## config.mk

```make
export PLATFORM = sky130hd
export DESIGN_NAME = fe_frontend
export DESIGN_NICKNAME = d
export VERILOG_FILES = /design/src/rtl/fe_pkg.sv /design/src/rtl/fe_btb.sv /design/src/rtl/fe_fetch_fsm.sv /design/src/rtl/fe_fetch_stages.sv /design/src/rtl/fe_flush_tracker.sv /design/src/rtl/fe_frontend.sv /design/src/rtl/fe_redirect_target.sv
export SDC_FILE = /design/constraint.sdc
export NUM_CORES = 2
export LEC_CHECK = 0
export BUFFER_PORTS_ARGS = -buffer_cell sky130_fd_sc_hd__buf_2
export CELL_PAD_IN_SITES_DETAIL_PLACEMENT = 0
export CELL_PAD_IN_SITES_GLOBAL_PLACEMENT = 2
export CORE_MARGIN = 2
export CORE_UTILIZATION = 36
export DETAILED_ROUTE_END_ITERATION = 7
export GPL_TIMING_DRIVEN = 0
export MAX_ROUTING_LAYER = met4
export PLACE_DENSITY = 0.72
export SKIP_CTS_REPAIR_TIMING = 1
export SYNTH_ARGS = -nofsm -noshare
export SYNTH_HDL_FRONTEND = slang
export SYNTH_SLANG_ARGS = --single-unit
```

## constraint.sdc

```tcl
create_clock -name i_clk -period 16.68 [get_ports i_clk]
set_input_delay 3.336 -clock i_clk [delete_from_list [all_inputs] [get_ports i_clk]]
set_output_delay 3.336 -clock i_clk [all_outputs]
set_load 0.03 [all_outputs]
```

## src/rtl/fe_pkg.sv

```systemverilog
// shared widths, flush causes and the fetch address view for the
// fetch address sequencer; compile ahead of every rtl module

package fe_pkg;

  // ====================================================================
  // address and block geometry
  // ====================================================================
  localparam int VADDR_W     = 32;
  localparam int FETCH_BYTES = 8;
  localparam int FETCH_OFF_W = $clog2(FETCH_BYTES);
  localparam int BTB_IDX_W   = 4;   // 16 entries
  localparam int BTB_TAG_W   = VADDR_W - BTB_IDX_W - FETCH_OFF_W;

  // ====================================================================
  // commit age
  // ====================================================================
  localparam int CMT_ID_W     = 5;
  localparam int CMT_IDX_W    = CMT_ID_W - 1;
  localparam int CMT_WRAP_BIT = CMT_ID_W - 1;   // flips on every rob wrap
  localparam int DISP_W       = 2;              // one-hot group id

  localparam int CAUSE_W   = 4;
  localparam int MEDELEG_W = 1 << CAUSE_W;

  // trap causes use the riscv codes so they index medeleg directly;
  // non-trap flushes sit on codes the frontend never traps on
  typedef enum logic [CAUSE_W-1:0] {
    INST_ACC_FAULT  = 4'd1,
    ILLEGAL_INST    = 4'd2,
    MRET            = 4'd6,
    SRET            = 4'd7,
    ECALL_U         = 4'd8,
    ECALL_S         = 4'd9,
    SILENT_FLUSH    = 4'd10,
    ECALL_M         = 4'd11,
    INST_PAGE_FAULT = 4'd12,
    ANOTHER_FLUSH   = 4'd14
  } except_t;

  // raw for the sequencer, tag/idx/off for btb and block alignment
  typedef union packed {
    logic [VADDR_W-1:0] raw;
    struct packed {
      logic [BTB_TAG_W-1:0]   tag;
      logic [BTB_IDX_W-1:0]   idx;
      logic [FETCH_OFF_W-1:0] off;
    } f;
  } fetch_addr_u;

endpackage

```

## src/rtl/fe_btb.sv

```systemverilog
// direct-mapped branch target buffer, one entry per fetch block index
// searched with the accepted s0 address and answering with hit and target at s1

`timescale 1ns/1ps

module fe_btb (
  input  logic                       i_clk,
  input  logic                       i_reset_n,
  input  logic                       i_s0_valid,
  input  fe_pkg::fetch_addr_u        i_s0_vaddr,
  input  logic                       i_br_update,
  input  logic [fe_pkg::VADDR_W-1:0] i_br_pc,
  input  logic [fe_pkg::VADDR_W-1:0] i_br_target,
  input  logic                       i_br_taken,
  output logic                       o_s1_hit,
  output logic [fe_pkg::VADDR_W-1:0] o_s1_target
);
  import fe_pkg::*;

  localparam int ENTRIES = 1 << BTB_IDX_W;

  logic [ENTRIES-1:0]   r_valid;
  logic [BTB_TAG_W-1:0] r_tag    [ENTRIES];
  logic [VADDR_W-1:0]   r_target [ENTRIES];
  fetch_addr_u          w_upd;
  logic                 w_upd_match;
  logic                 w_s0_match;

  assign w_upd.raw   = i_br_pc;
  assign w_upd_match = r_valid[w_upd.f.idx] & (r_tag[w_upd.f.idx] == w_upd.f.tag);
  assign w_s0_match  = r_valid[i_s0_vaddr.f.idx] &
                       (r_tag[i_s0_vaddr.f.idx] == i_s0_vaddr.f.tag);

  // ====================================================================
  // update from resolved branches
  // ====================================================================
  always_ff @(posedge i_clk or negedge i_reset_n) begin
    if (!i_reset_n) begin
      r_valid <= '0;
    end else if (i_br_update) begin
      if (i_br_taken) begin
        r_valid[w_upd.f.idx] <= 1'b1;
      end else if (w_upd_match) begin
        r_valid[w_upd.f.idx] <= 1'b0;   // drop a stale prediction
      end
    end
  end

  always_ff @(posedge i_clk) begin
    if (i_br_update & i_br_taken) begin
      r_tag[w_upd.f.idx]    <= w_upd.f.tag;
      r_target[w_upd.f.idx] <= i_br_target;
    end
  end

  // ====================================================================
  // s1 response
  // ====================================================================
  always_ff @(posedge i_clk or negedge i_reset_n) begin
    if (!i_reset_n) begin
      o_s1_hit <= 1'b0;
    end else begin
      o_s1_hit <= i_s0_valid & w_s0_match;   // old contents on a same-cycle update
    end
  end

  always_ff @(posedge i_clk) begin
    o_s1_target <= r_target[i_s0_vaddr.f.idx];
  end

endmodule

```

## src/rtl/fe_fetch_fsm.sv

```systemverilog
// fetch state machine and s0 address register
// picks the address presented to the cache each cycle: flush target,
// btb target from s1, or the held sequential address

`timescale 1ns/1ps

module fe_fetch_fsm #(
  parameter logic [fe_pkg::VADDR_W-1:0] PC_INIT = 32'h8000_0000
) (
  input  logic                       i_clk,
  input  logic                       i_reset_n,
  input  logic                       i_ic_ready,
  input  logic                       i_ibuf_ready,
  input  logic                       i_flush,
  input  logic                       i_pending_older,
  input  logic [fe_pkg::VADDR_W-1:0] i_flush_target,
  input  logic                       i_s1_redirect,
  input  logic [fe_pkg::VADDR_W-1:0] i_s1_target,
  input  logic                       i_s2_ic_miss,
  input  logic                       i_s2_ibuf_stall,
  input  logic [fe_pkg::VADDR_W-1:0] i_s2_vaddr,
  output logic                       o_fetch_valid,
  output fe_pkg::fetch_addr_u        o_fetch_vaddr
);
  import fe_pkg::*;

  localparam logic [2:0] INIT            = 3'd0;
  localparam logic [2:0] FETCH_REQ       = 3'd1;
  localparam logic [2:0] WAIT_IC_FILL    = 3'd2;
  localparam logic [2:0] WAIT_IBUF_FREE  = 3'd3;
  localparam logic [2:0] WAIT_FLUSH_FREE = 3'd4;

  logic [2:0]         r_state;
  logic [2:0]         w_state_next;
  logic [VADDR_W-1:0] r_s0_vaddr;
  logic [VADDR_W-1:0] w_s0_next;
  logic               w_take_flush;
  logic               w_accept;
  fetch_addr_u        w_aligned;
  logic [VADDR_W-1:0] w_seq_next;

  // a held older flush keeps its target against a younger one
  assign w_take_flush = i_flush & ~((r_state == WAIT_FLUSH_FREE) & i_pending_older);
  assign w_accept     = o_fetch_valid & i_ic_ready;

  always_comb begin
    case (r_state)
      INIT           : o_fetch_valid = 1'b0;
      WAIT_IBUF_FREE : o_fetch_valid = i_ibuf_ready;
      default        : o_fetch_valid = 1'b1;
    endcase
  end

  // ====================================================================
  // s0 address select
  // ====================================================================
  always_comb begin
    if (w_take_flush) begin
      o_fetch_vaddr.raw = i_flush_target;
    end else if (i_s1_redirect) begin
      o_fetch_vaddr.raw = i_s1_target;
    end else begin
      o_fetch_vaddr.raw = r_s0_vaddr;
    end
  end

  always_comb begin
    w_aligned       = o_fetch_vaddr;
    w_aligned.f.off = '0;   // block start
  end
  assign w_seq_next = w_aligned.raw + VADDR_W'(FETCH_BYTES);

  // ====================================================================
  // next state
  // ====================================================================
  always_comb begin
    w_state_next = r_state;
    w_s0_next    = o_fetch_vaddr.raw;   // hold what was presented
    case (r_state)
      INIT: begin
        w_state_next = i_flush ? WAIT_FLUSH_FREE : FETCH_REQ;
      end
      FETCH_REQ: begin
        if (i_flush) begin
          if (w_accept) begin
            w_s0_next = w_seq_next;
          end else begin
            w_state_next = WAIT_FLUSH_FREE;
          end
        end else if (i_s2_ic_miss) begin
          w_state_next = WAIT_IC_FILL;
          w_s0_next    = i_s2_vaddr;   // refetch the missed block
        end else if (i_s2_ibuf_stall) begin
          w_state_next = WAIT_IBUF_FREE;
          w_s0_next    = i_s2_vaddr;
        end else if (w_accept) begin
          w_s0_next = w_seq_next;
        end
      end
      default: begin   // wait states end on the first accepted request
        if (w_accept) begin
          w_state_next = FETCH_REQ;
          w_s0_next    = w_seq_next;
        end else if (w_take_flush) begin
          w_state_next = WAIT_FLUSH_FREE;
        end
      end
    endcase
  end

  always_ff @(posedge i_clk or negedge i_reset_n) begin
    if (!i_reset_n) begin
      r_state    <= INIT;
      r_s0_vaddr <= PC_INIT;
    end else begin
      r_state    <= w_state_next;
      r_s0_vaddr <= w_s0_next;
    end
  end

endmodule

```

## src/rtl/fe_fetch_stages.sv

```systemverilog
// s1 and s2 request pipeline with clear tracking
// raises the s2 retry events and hides cleared blocks from o_s2_valid

`timescale 1ns/1ps

module fe_fetch_stages (
  input  logic                       i_clk,
  input  logic                       i_reset_n,
  input  logic                       i_accept,
  input  logic [fe_pkg::VADDR_W-1:0] i_s0_vaddr,
  input  logic                       i_flush,
  input  logic                       i_btb_hit,
  input  logic                       i_s2_miss,
  input  logic                       i_ibuf_ready,
  output logic                       o_s1_redirect,
  output logic                       o_s2_ic_miss,
  output logic                       o_s2_ibuf_stall,
  output logic                       o_s2_valid,
  output logic [fe_pkg::VADDR_W-1:0] o_s2_vaddr,
  output logic                       o_s2_predicted
);
  import fe_pkg::*;

  logic               r_s1_valid;
  logic               r_s1_clear;
  logic [VADDR_W-1:0] r_s1_vaddr;
  logic               r_s2_valid;
  logic               r_s2_clear;
  logic               w_s2_stall;

  assign o_s1_redirect   = r_s1_valid & ~r_s1_clear & i_btb_hit;
  assign o_s2_valid      = r_s2_valid & ~r_s2_clear;
  assign o_s2_ic_miss    = o_s2_valid & i_s2_miss;
  assign o_s2_ibuf_stall = o_s2_valid & ~i_s2_miss & ~i_ibuf_ready;   // miss wins
  assign w_s2_stall      = o_s2_ic_miss | o_s2_ibuf_stall;

  always_ff @(posedge i_clk or negedge i_reset_n) begin
    if (!i_reset_n) begin
      r_s1_valid <= 1'b0;
      r_s1_clear <= 1'b0;
      r_s2_valid <= 1'b0;
      r_s2_clear <= 1'b0;
    end else begin
      r_s1_valid <= i_accept;
      // request issued during a retry is refetched later
      r_s1_clear <= w_s2_stall & ~i_flush;
      r_s2_valid <= r_s1_valid;
      r_s2_clear <= r_s1_clear | i_flush | w_s2_stall;
    end
  end

  always_ff @(posedge i_clk) begin
    r_s1_vaddr     <= i_s0_vaddr;
    o_s2_vaddr     <= r_s1_vaddr;
    o_s2_predicted <= o_s1_redirect;   // block that redirected fetch
  end

endmodule

```

## src/rtl/fe_flush_tracker.sv

```systemverilog
// forms the flush strobe from commit and branch, and keeps the age
// tag of the latest flush so a younger one cannot override an older one

`timescale 1ns/1ps

module fe_flush_tracker (
  input  logic                        i_clk,
  input  logic                        i_reset_n,
  input  logic                        i_commit_valid,
  input  logic [fe_pkg::CMT_ID_W-1:0] i_commit_cmt_id,
  input  logic [fe_pkg::DISP_W-1:0]   i_commit_grp_id,
  input  logic                        i_br_update,
  input  logic                        i_br_mispredict,
  input  logic [fe_pkg::CMT_ID_W-1:0] i_br_cmt_id,
  input  logic [fe_pkg::DISP_W-1:0]   i_br_grp_id,
  output logic                        o_flush,
  output logic                        o_pending_older
);
  import fe_pkg::*;

  logic                r_flush_valid;
  logic [CMT_ID_W-1:0] r_flush_cmt_id;
  logic [DISP_W-1:0]   r_flush_grp_id;
  logic [CMT_ID_W-1:0] w_cmt_id;
  logic [DISP_W-1:0]   w_grp_id;

  // true when a is older than b
  function automatic logic is_older(input logic [CMT_ID_W-1:0] a_cmt,
                                    input logic [DISP_W-1:0]   a_grp,
                                    input logic [CMT_ID_W-1:0] b_cmt,
                                    input logic [DISP_W-1:0]   b_grp);
    logic [CMT_IDX_W-1:0] a_idx;
    logic [CMT_IDX_W-1:0] b_idx;
    a_idx = a_cmt[CMT_IDX_W-1:0];
    b_idx = b_cmt[CMT_IDX_W-1:0];
    if (a_cmt == b_cmt) begin
      return a_grp < b_grp;
    end else if (a_cmt[CMT_WRAP_BIT] == b_cmt[CMT_WRAP_BIT]) begin
      return a_idx < b_idx;
    end
    return a_idx > b_idx;   // b has wrapped past a
  endfunction

  assign o_flush  = i_commit_valid | (i_br_update & i_br_mispredict);
  assign w_cmt_id = i_commit_valid ? i_commit_cmt_id : i_br_cmt_id;
  assign w_grp_id = i_commit_valid ? i_commit_grp_id : i_br_grp_id;

  assign o_pending_older = r_flush_valid &
                           is_older(r_flush_cmt_id, r_flush_grp_id, w_cmt_id, w_grp_id);

  always_ff @(posedge i_clk or negedge i_reset_n) begin
    if (!i_reset_n) begin
      r_flush_valid <= 1'b0;
    end else if (o_flush) begin
      r_flush_valid <= 1'b1;
    end
  end

  always_ff @(posedge i_clk) begin
    if (o_flush) begin
      r_flush_cmt_id <= w_cmt_id;
      r_flush_grp_id <= w_grp_id;
    end
  end

endmodule

```

## src/rtl/fe_frontend.sv

```systemverilog
// top of the fetch address sequencer
// cache and instruction buffer appear only as ready levels and miss pulses

`timescale 1ns/1ps

module fe_frontend #(
  parameter logic [fe_pkg::VADDR_W-1:0] PC_INIT = 32'h8000_0000
) (
  input  logic                         i_clk,
  input  logic                         i_reset_n,
  input  logic                         i_ic_ready,
  input  logic                         i_s2_miss,
  input  logic                         i_ibuf_ready,
  input  logic                         i_commit_valid,
  input  fe_pkg::except_t              i_commit_cause,
  input  logic [fe_pkg::VADDR_W-1:0]   i_commit_epc,
  input  logic [fe_pkg::CMT_ID_W-1:0]  i_commit_cmt_id,
  input  logic [fe_pkg::DISP_W-1:0]    i_commit_grp_id,
  input  logic [fe_pkg::VADDR_W-1:0]   i_mepc,
  input  logic [fe_pkg::VADDR_W-1:0]   i_sepc,
  input  logic [fe_pkg::VADDR_W-1:0]   i_mtvec,
  input  logic [fe_pkg::VADDR_W-1:0]   i_stvec,
  input  logic [fe_pkg::MEDELEG_W-1:0] i_medeleg,
  input  logic                         i_br_update,
  input  logic [fe_pkg::VADDR_W-1:0]   i_br_pc,
  input  logic [fe_pkg::VADDR_W-1:0]   i_br_target,
  input  logic                         i_br_taken,
  input  logic                         i_br_mispredict,
  input  logic [fe_pkg::CMT_ID_W-1:0]  i_br_cmt_id,
  input  logic [fe_pkg::DISP_W-1:0]    i_br_grp_id,
  output logic                         o_fetch_valid,
  output fe_pkg::fetch_addr_u          o_fetch_vaddr,
  output logic                         o_s2_valid,
  output logic [fe_pkg::VADDR_W-1:0]   o_s2_vaddr,
  output logic                         o_s2_predicted
);
  import fe_pkg::*;

  logic [VADDR_W-1:0] w_flush_target;
  logic               w_flush;
  logic               w_pending_older;
  logic               w_accept;
  logic               w_btb_hit;
  logic [VADDR_W-1:0] w_btb_target;
  logic               w_s1_redirect;
  logic               w_s2_ic_miss;
  logic               w_s2_ibuf_stall;

  assign w_accept = o_fetch_valid & i_ic_ready;

  fe_redirect_target u_target (
    .i_commit_valid (i_commit_valid),
    .i_commit_cause (i_commit_cause),
    .i_commit_epc   (i_commit_epc),
    .i_mepc         (i_mepc),
    .i_sepc         (i_sepc),
    .i_mtvec        (i_mtvec),
    .i_stvec        (i_stvec),
    .i_medeleg      (i_medeleg),
    .i_br_target    (i_br_target),
    .o_target       (w_flush_target)
  );

  fe_flush_tracker u_flush (
    .i_clk           (i_clk),
    .i_reset_n       (i_reset_n),
    .i_commit_valid  (i_commit_valid),
    .i_commit_cmt_id (i_commit_cmt_id),
    .i_commit_grp_id (i_commit_grp_id),
    .i_br_update     (i_br_update),
    .i_br_mispredict (i_br_mispredict),
    .i_br_cmt_id     (i_br_cmt_id),
    .i_br_grp_id     (i_br_grp_id),
    .o_flush         (w_flush),
    .o_pending_older (w_pending_older)
  );

  fe_btb u_btb (
    .i_clk       (i_clk),
    .i_reset_n   (i_reset_n),
    .i_s0_valid  (w_accept),
    .i_s0_vaddr  (o_fetch_vaddr),
    .i_br_update (i_br_update),
    .i_br_pc     (i_br_pc),
    .i_br_target (i_br_target),
    .i_br_taken  (i_br_taken),
    .o_s1_hit    (w_btb_hit),
    .o_s1_target (w_btb_target)
  );

  fe_fetch_fsm #(
    .PC_INIT (PC_INIT)
  ) u_fsm (
    .i_clk           (i_clk),
    .i_reset_n       (i_reset_n),
    .i_ic_ready      (i_ic_ready),
    .i_ibuf_ready    (i_ibuf_ready),
    .i_flush         (w_flush),
    .i_pending_older (w_pending_older),
    .i_flush_target  (w_flush_target),
    .i_s1_redirect   (w_s1_redirect),
    .i_s1_target     (w_btb_target),
    .i_s2_ic_miss    (w_s2_ic_miss),
    .i_s2_ibuf_stall (w_s2_ibuf_stall),
    .i_s2_vaddr      (o_s2_vaddr),
    .o_fetch_valid   (o_fetch_valid),
    .o_fetch_vaddr   (o_fetch_vaddr)
  );

  fe_fetch_stages u_stages (
    .i_clk           (i_clk),
    .i_reset_n       (i_reset_n),
    .i_accept        (w_accept),
    .i_s0_vaddr      (o_fetch_vaddr.raw),
    .i_flush         (w_flush),
    .i_btb_hit       (w_btb_hit),
    .i_s2_miss       (i_s2_miss),
    .i_ibuf_ready    (i_ibuf_ready),
    .o_s1_redirect   (w_s1_redirect),
    .o_s2_ic_miss    (w_s2_ic_miss),
    .o_s2_ibuf_stall (w_s2_ibuf_stall),
    .o_s2_valid      (o_s2_valid),
    .o_s2_vaddr      (o_s2_vaddr),
    .o_s2_predicted  (o_s2_predicted)
  );

endmodule

```

## src/rtl/fe_redirect_target.sv

```systemverilog
// restart address for a flushing commit or a branch mispredict
// purely combinational and a commit always wins over the branch target

`timescale 1ns/1ps

module fe_redirect_target (
  input  logic                         i_commit_valid,
  input  fe_pkg::except_t              i_commit_cause,
  input  logic [fe_pkg::VADDR_W-1:0]   i_commit_epc,
  input  logic [fe_pkg::VADDR_W-1:0]   i_mepc,
  input  logic [fe_pkg::VADDR_W-1:0]   i_sepc,
  input  logic [fe_pkg::VADDR_W-1:0]   i_mtvec,
  input  logic [fe_pkg::VADDR_W-1:0]   i_stvec,
  input  logic [fe_pkg::MEDELEG_W-1:0] i_medeleg,
  input  logic [fe_pkg::VADDR_W-1:0]   i_br_target,
  output logic [fe_pkg::VADDR_W-1:0]   o_target
);
  import fe_pkg::*;

  logic               w_deleg;
  logic [VADDR_W-1:0] w_trap_vec;

  // illegal inst follows the ecall_m delegation bit
  assign w_deleg = (i_commit_cause == ILLEGAL_INST) ? i_medeleg[ECALL_M] :
                                                      i_medeleg[i_commit_cause];
  assign w_trap_vec = w_deleg ? i_stvec : i_mtvec;

  always_comb begin
    if (!i_commit_valid) begin
      o_target = i_br_target;   // mispredict restart
    end else begin
      case (i_commit_cause)
        SILENT_FLUSH  : o_target = i_commit_epc + VADDR_W'(4);
        ANOTHER_FLUSH : o_target = i_commit_epc;
        MRET          : o_target = i_mepc;
        SRET          : o_target = i_sepc;
        default       : o_target = w_trap_vec;
      endcase
    end
  end

endmodule

```

Word level (Yosys, flattened, before mapping)
Memory sizes are Yosys's and may differ from the RTL's. A register that Yosys moved wholly into a read port is not among the register bits.
Cells that the tools add are included.

word-level totals
  input port bits = 267
  output and inout port bits = 67
  logic and storage cells = 113
  memories kept = 2
  RAM bits = 912
  register bits after elaboration = 129

memories
  memory          depth  width  read ports  clocked after memory_dff  wr ports  line          source
  u_btb.r_target  16     32     1           1                         1         fe_btb.sv:24  logic [VADDR_W-1:0] r_target [ENTRIES];
  u_btb.r_tag     16     25     2           0                         1         fe_btb.sv:23  logic [BTB_TAG_W-1:0] r_tag [ENTRIES];

cells by class
  reductions and logical operators = 6
  bitwise gates (word level) = 29
  $add $sub $neg = 2
  order comparisons = 7
  equality and inequality tests = 14
  mux-type cells = 39

operators by type and width
  cell                   number
  $mux 32                8
  $pmux 32 s4            1
  $pmux 32 s2            1
  $eq 25x25->1           2
  $add 32x3->32 const B  1
  $add 32x4->32 const B  1
  $mux 16                2
  $mux 3                 7
  $and 1x1->1            16
  $and 16x16->16         1
  $not 16->16            1
  $or 16x16->16          1
  $lt 4x5->1 const B     3
  $bmux 1 s4             3
  $mux 1                 12
  $eq 4x3->1 const B     2
  $eq 4x4->1 const B     2
  $not 1->1              6
  $pmux 3 s2             1
  $eq 5x5->1             1
  $mux 5                 1
  $demux 1 s4            1
  $eq 4x2->1 const B     1
  $ge 4x1->1 const B     1
  18 further kinds       21

Longest topological paths before layout
  word-level depth = 16
  depth in mapped cells = 27
  gate-level depth less buffers = 17

By module
Synthesis repeated with hierarchy kept, for this count alone.

unflattened totals
  cell total of the unflattened synthesis = 2851
  area total of the unflattened synthesis = 48206.2 µm²

modules (own cells, without submodules)
  module              times used  area each (µm²)  cells an instance  seq. area each (µm²)
  fe_btb              1           39977.1          1831               28452.3
  fe_fetch_fsm        1           3642.2           485                877.1
  fe_redirect_target  1           2566.2           407                0.0
  fe_fetch_stages     1           1465.2           79                 1401.3
  fe_flush_tracker    1           549.3            48                 235.2
  fe_frontend         1           6.3              1                  0.0

Worst setup path before layout
Ideal clock, no wire load.

  kind = input port to output port
  start point = input i_commit_valid
  end point = output o_fetch_vaddr[3] (netlist name)
  required time = 13.344 ns
  data arrival time = 7.974 ns
  buffers on the path = 10
  setup slack = 5.370 ns
  stages on the path = 19
  path through = buf_2 > buf_1 > buf_1 > buf_1 > mux2_2 > ha_1 > nand4_1 > nor3_1 > nand3b_1 > and2_1 > clkbuf_1 > a21boi_1 > nor3_4 > inv_4 > buf_2 > buf_1 > buf_2 > clkbuf_1 > clkbuf_1

RTL lines
  item             line               source
  start, declared  fe_frontend.sv:14  input logic i_commit_valid,
  end, declared    fe_frontend.sv:32  output fe_pkg::fetch_addr_u o_fetch_vaddr,

==> impl_metrics.toml <==
[synth]
syn_avg_cell_area_sq_um = 13.00
synth_top_family_by_area = "simple AND/OR/NAND/NOR gates"
syn_area_sq_mm = 0.04797
yosysTopAreaCell = "edfxtp_1"
synth_compound_area_share_pct = 8.381
synth-simple-area-share_pct = 12.50
ys_ff_latch = 1073
syn-num-nets = 3965
post-synth-top-count-cell = "edfxtp_1"
syn_inst = 3691
ys_seq_area_share_pct = 64.56
synth_area_leaders = "edfxtp_1, mux4_2, nand2_1"
synth_fa_ha_area_share_pct = 0.1826
dominantRegCellSynth = "edfxtp_1"
synth_edf_count = 919
yosysWarnings = 0
ys_types = 91
netlist.area_leader.share_pct = 57.53
synthXorXnorAreaFrac_pct = 1.698
synthMuxAreaShare_pct = 10.17
synthTopCellsByCount = "edfxtp_1, nand2_1, nand3_1"
async_flop_share_pct = 5.312

[route]
vias = 35980
wire_per_inst_microns = 33.20
wl_met2_microns = 89620
dr.pass1.iters = 6
via_per_inst = 5.930
drt-total-wl_microns = 201400
wl_met3_microns = 22160
routed.top_layer = "met4"
drcViolationCount = 0
wl_met1_microns = 82390
drt-initial-drc-count = 5060
ant_nets = 0

[setup_path]
arrival_ns = 12.10
cp.required_ns = 13.34
r2r_setup_slack_ns = 8.46
cp-start-kind = "input pin"
setup.worst_path.end = "o_fetch_vaddr[3]"
critPathCaptureType = "output port"
crit_type = "in -> out"
critPathBufInv = 12
crit_family = "buffers and inverters"
slowest_stage = "buf_1"
critPathMaxStageDelay_ns = 0.90
r2r_start = "u_flush.r_flush_cmt_id[3]$_DFFE_PN_"
worst_r2r_path_depth = 22
crit_fanout = 12
crit_chain = "buf_2 > buf_1 > buf_1 > buf_1 > mux2_2 > ha_1 > nand4_1 > nor3_1 > nand3b_1 > and2_1 > clkbuf_1 > a21boi_1 > nor3_4 > inv_4 > buf_2 > buf_1 > buf_2 > clkbuf_1 > clkbuf_1 > buf_2"
crit_path_start = "i_commit_valid"
crit_cells = 20
worst_r2r_endpoint = "u_fsm.r_s0_vaddr[31]$_DFF_PN1_"

[placed_design]
place_hpwl_microns = 147600
place_ws_ns = 1.344
port_buffers = 324
routabilityCongestion = 0.9300
placed_cells = 5824

[sta]
setup_viol = 0
slew_headroom_pct = 1.646
setup_tns_ns = 0
setup_ws_ns = 1.242
finClkSkew_ns = 0.01893
min_period_ns = 15.44
hold_slack_ns = 0.3224
rsz0062_at_grt = "false"
maxSlewViolCount = 0
worst_slew_pin_slew_ns = 1.465
hold_viol = 0
layout_worst_path_cycle_share_pct = 92.55
fmax_ghz = 0.06478

[global_routing]
grt_use_total_pct = 29.91
grt_first_pass_wirelength_microns = 275000
grt_overflow = 0
grt_start_max_net_pins = 58
grt_pass1_vias = 34251
antenna_found_initial = 20

[clock_network]
clk_latency_ns = 0.74
cts_htree_levels = 3
cts_root_buf = "clkbuf_16"
clkTransAtPathRegs_ns = 0.06
tritoncts = "done"
numCtsBuffers = 115
cts.path.max_buffers = 3
cts.sink_count = 1073

[layout]
instances_no_fill = 6067
drive_gt1_share_pct = 19.21
fill_cells = 12262
nNetsFinal = 4461
area_growth_pct = 18.83
fin_util_pct = 43.25

[outcome]
outcome = "complete, no violations"

[floorplanning]
die_area_sq_mm = 0.1362
num_rows = 133
core-area_sq_mm = 0.1318
io_pins = 334
die_x_microns = 369.0
initial_core_util_pct = 36.39
die_h_microns = 369.0

[pwr]
power_per_cell_area_mw_per_mm2 = 159.6
vdd_ir_drop_max_mv = 0.1097
leakage_uw = 0.01993

[min_path]
hp-class = "reg -> reg"

[job]
max_cap_viol_count = 0
[layout by cell type (no fill, tap or decap), types with 16 or more instances in the layout]
cell type	Yosys	layout
o211ai_1	19	19
mux2i_1	132	132
nor3_1	25	25
o21ai_0	80	80
mux4_2	150	150
inv_1	41	41
a221o_1	17	17
buf_1	40	38
edfxtp_1	919	919
a21oi_1	136	135
xor2_1	34	34
clkinv_2	0	25
nand4_1	30	30
nor2_1	88	72
buf_2	35	360
a22oi_1	31	31
nor2_4	0	16
dfrtp_1	56	56
clkbuf_16	0	122
a32oi_1	19	19
xnor2_1	59	59
clkbuf_1	171	197
a221oi_1	26	26
dfxtp_1	97	97
a311oi_1	74	73
nand3_1	312	312
nand2_1	747	747
buf_12	0	39
diode_2	0	22
a31oi_1	47	46
and3_1	54	54
mux2_2	16	16
[area by class of cell]
type	instances	area (sq um)	share of cell area (%)
well taps	1755	2196	3.853
clock inverters	55	494.2	0.8671
diodes	22	55.05	0.09659
plain buffers	252	1032	1.811
inverters	46	175.2	0.3073
repair buffers	379	2748	4.821
flip-flops and latches	1073	30970	54.33
multi-input cells	2320	15980	28.03
clock buffers	165	3356	5.888
[sequential cells by signal (all words and copies together), names as in the netlist, named ones only]
name and count:
u_stages.r_s2_valid 1, u_flush.r_flush_valid 1, u_btb.r_tag 400, u_stages.r_s1_vaddr 32
u_fsm.r_s0_vaddr 32, u_btb.o_s1_hit 1, u_btb.r_target 512, u_btb.o_s1_target 32
u_fsm.r_state 3, u_flush.r_flush_cmt_id 5, u_stages.r_s2_clear 1, u_stages.r_s1_clear 1
u_stages.o_s2_predicted 1, u_stages.o_s2_vaddr 32, u_flush.r_flush_grp_id 2, u_stages.r_s1_valid 1
[cell families (layout without fill, tap and decap cells)]
family / Yosys count / after routing
flops: 1073 / 1073
xor+xnor: 93 / 93
other cells: 0 / 22
buf+inv: 298 / 897
mux: 298 / 298
simple gates: 1346 / 1346
fa+ha+maj: 7 / 7
compound gates: 576 / 576
[per-stage QoR]
step | area, sq um | power [uW]
2_1_floorplan | 47970 | 4925
3_3_place_gp | 51780 | 6431
3_5_place_dp | 53080 | 6460
4_1_cts | 56930 | 9040
5_1_grt | 56970 | 9340
6_report | 57000 | 9096
[where the power goes]
group | internal [uW] | switching [uW]
registers | 3100 | 146
clock network | 1510 | 1090
logic | 863 | 2390
[routing by layer]
metal  vias up  global-route usage, %
met5         -                      -
met4         0                  10.30
met3       344                  7.250
met2      2164                  44.32
met1     18298                  40.13
li1      15174                      -
[worst register-to-register path: stages, from the launching register on]
cell and delay [ns]:
edfxtp_1 0.36, ha_1 0.33, nand4_1 0.15, nor3_1 0.20, nand3b_1 0.20, and2_1 0.21
clkbuf_1 0.19, a21boi_1 0.45, nor3_4 0.18, inv_4 0.23, buf_2 0.37, buf_1 0.87
buf_2 0.52, clkbuf_1 0.65, clkbuf_1 0.78, ha_1 0.40, and3_1 0.32, nand2_1 0.16
nor3_2 0.62, and3_1 0.33, nand2_1 0.08, or4_1 0.40, nand3_1 0.15
[how the worst min path moves through the flow]
stage / from / end / slack [ns] / cells past startpoint
after floorplan: u_stages.r_s1_vaddr[0]$_DFF_P_ / u_stages.o_s2_vaddr[0]$_DFF_P_ / 0.31 / 0
after global placement: u_stages.r_s1_vaddr[3]$_DFF_P_ / u_stages.o_s2_vaddr[3]$_DFF_P_ / 0.31 / 0
after detailed placement: u_stages.r_s1_vaddr[24]$_DFF_P_ / u_stages.o_s2_vaddr[24]$_DFF_P_ / 0.31 / 0
after CTS: u_stages.r_s1_vaddr[11]$_DFF_P_ / u_stages.o_s2_vaddr[11]$_DFF_P_ / 0.32 / 0
after global routing: u_stages.r_s1_vaddr[11]$_DFF_P_ / u_stages.o_s2_vaddr[11]$_DFF_P_ / 0.33 / 0
final: u_stages.r_s1_vaddr[2]$_DFF_P_ / u_stages.o_s2_vaddr[2]$_DFF_P_ / 0.32 / 0
No activity file was read; power rests on OpenSTA's default activity.
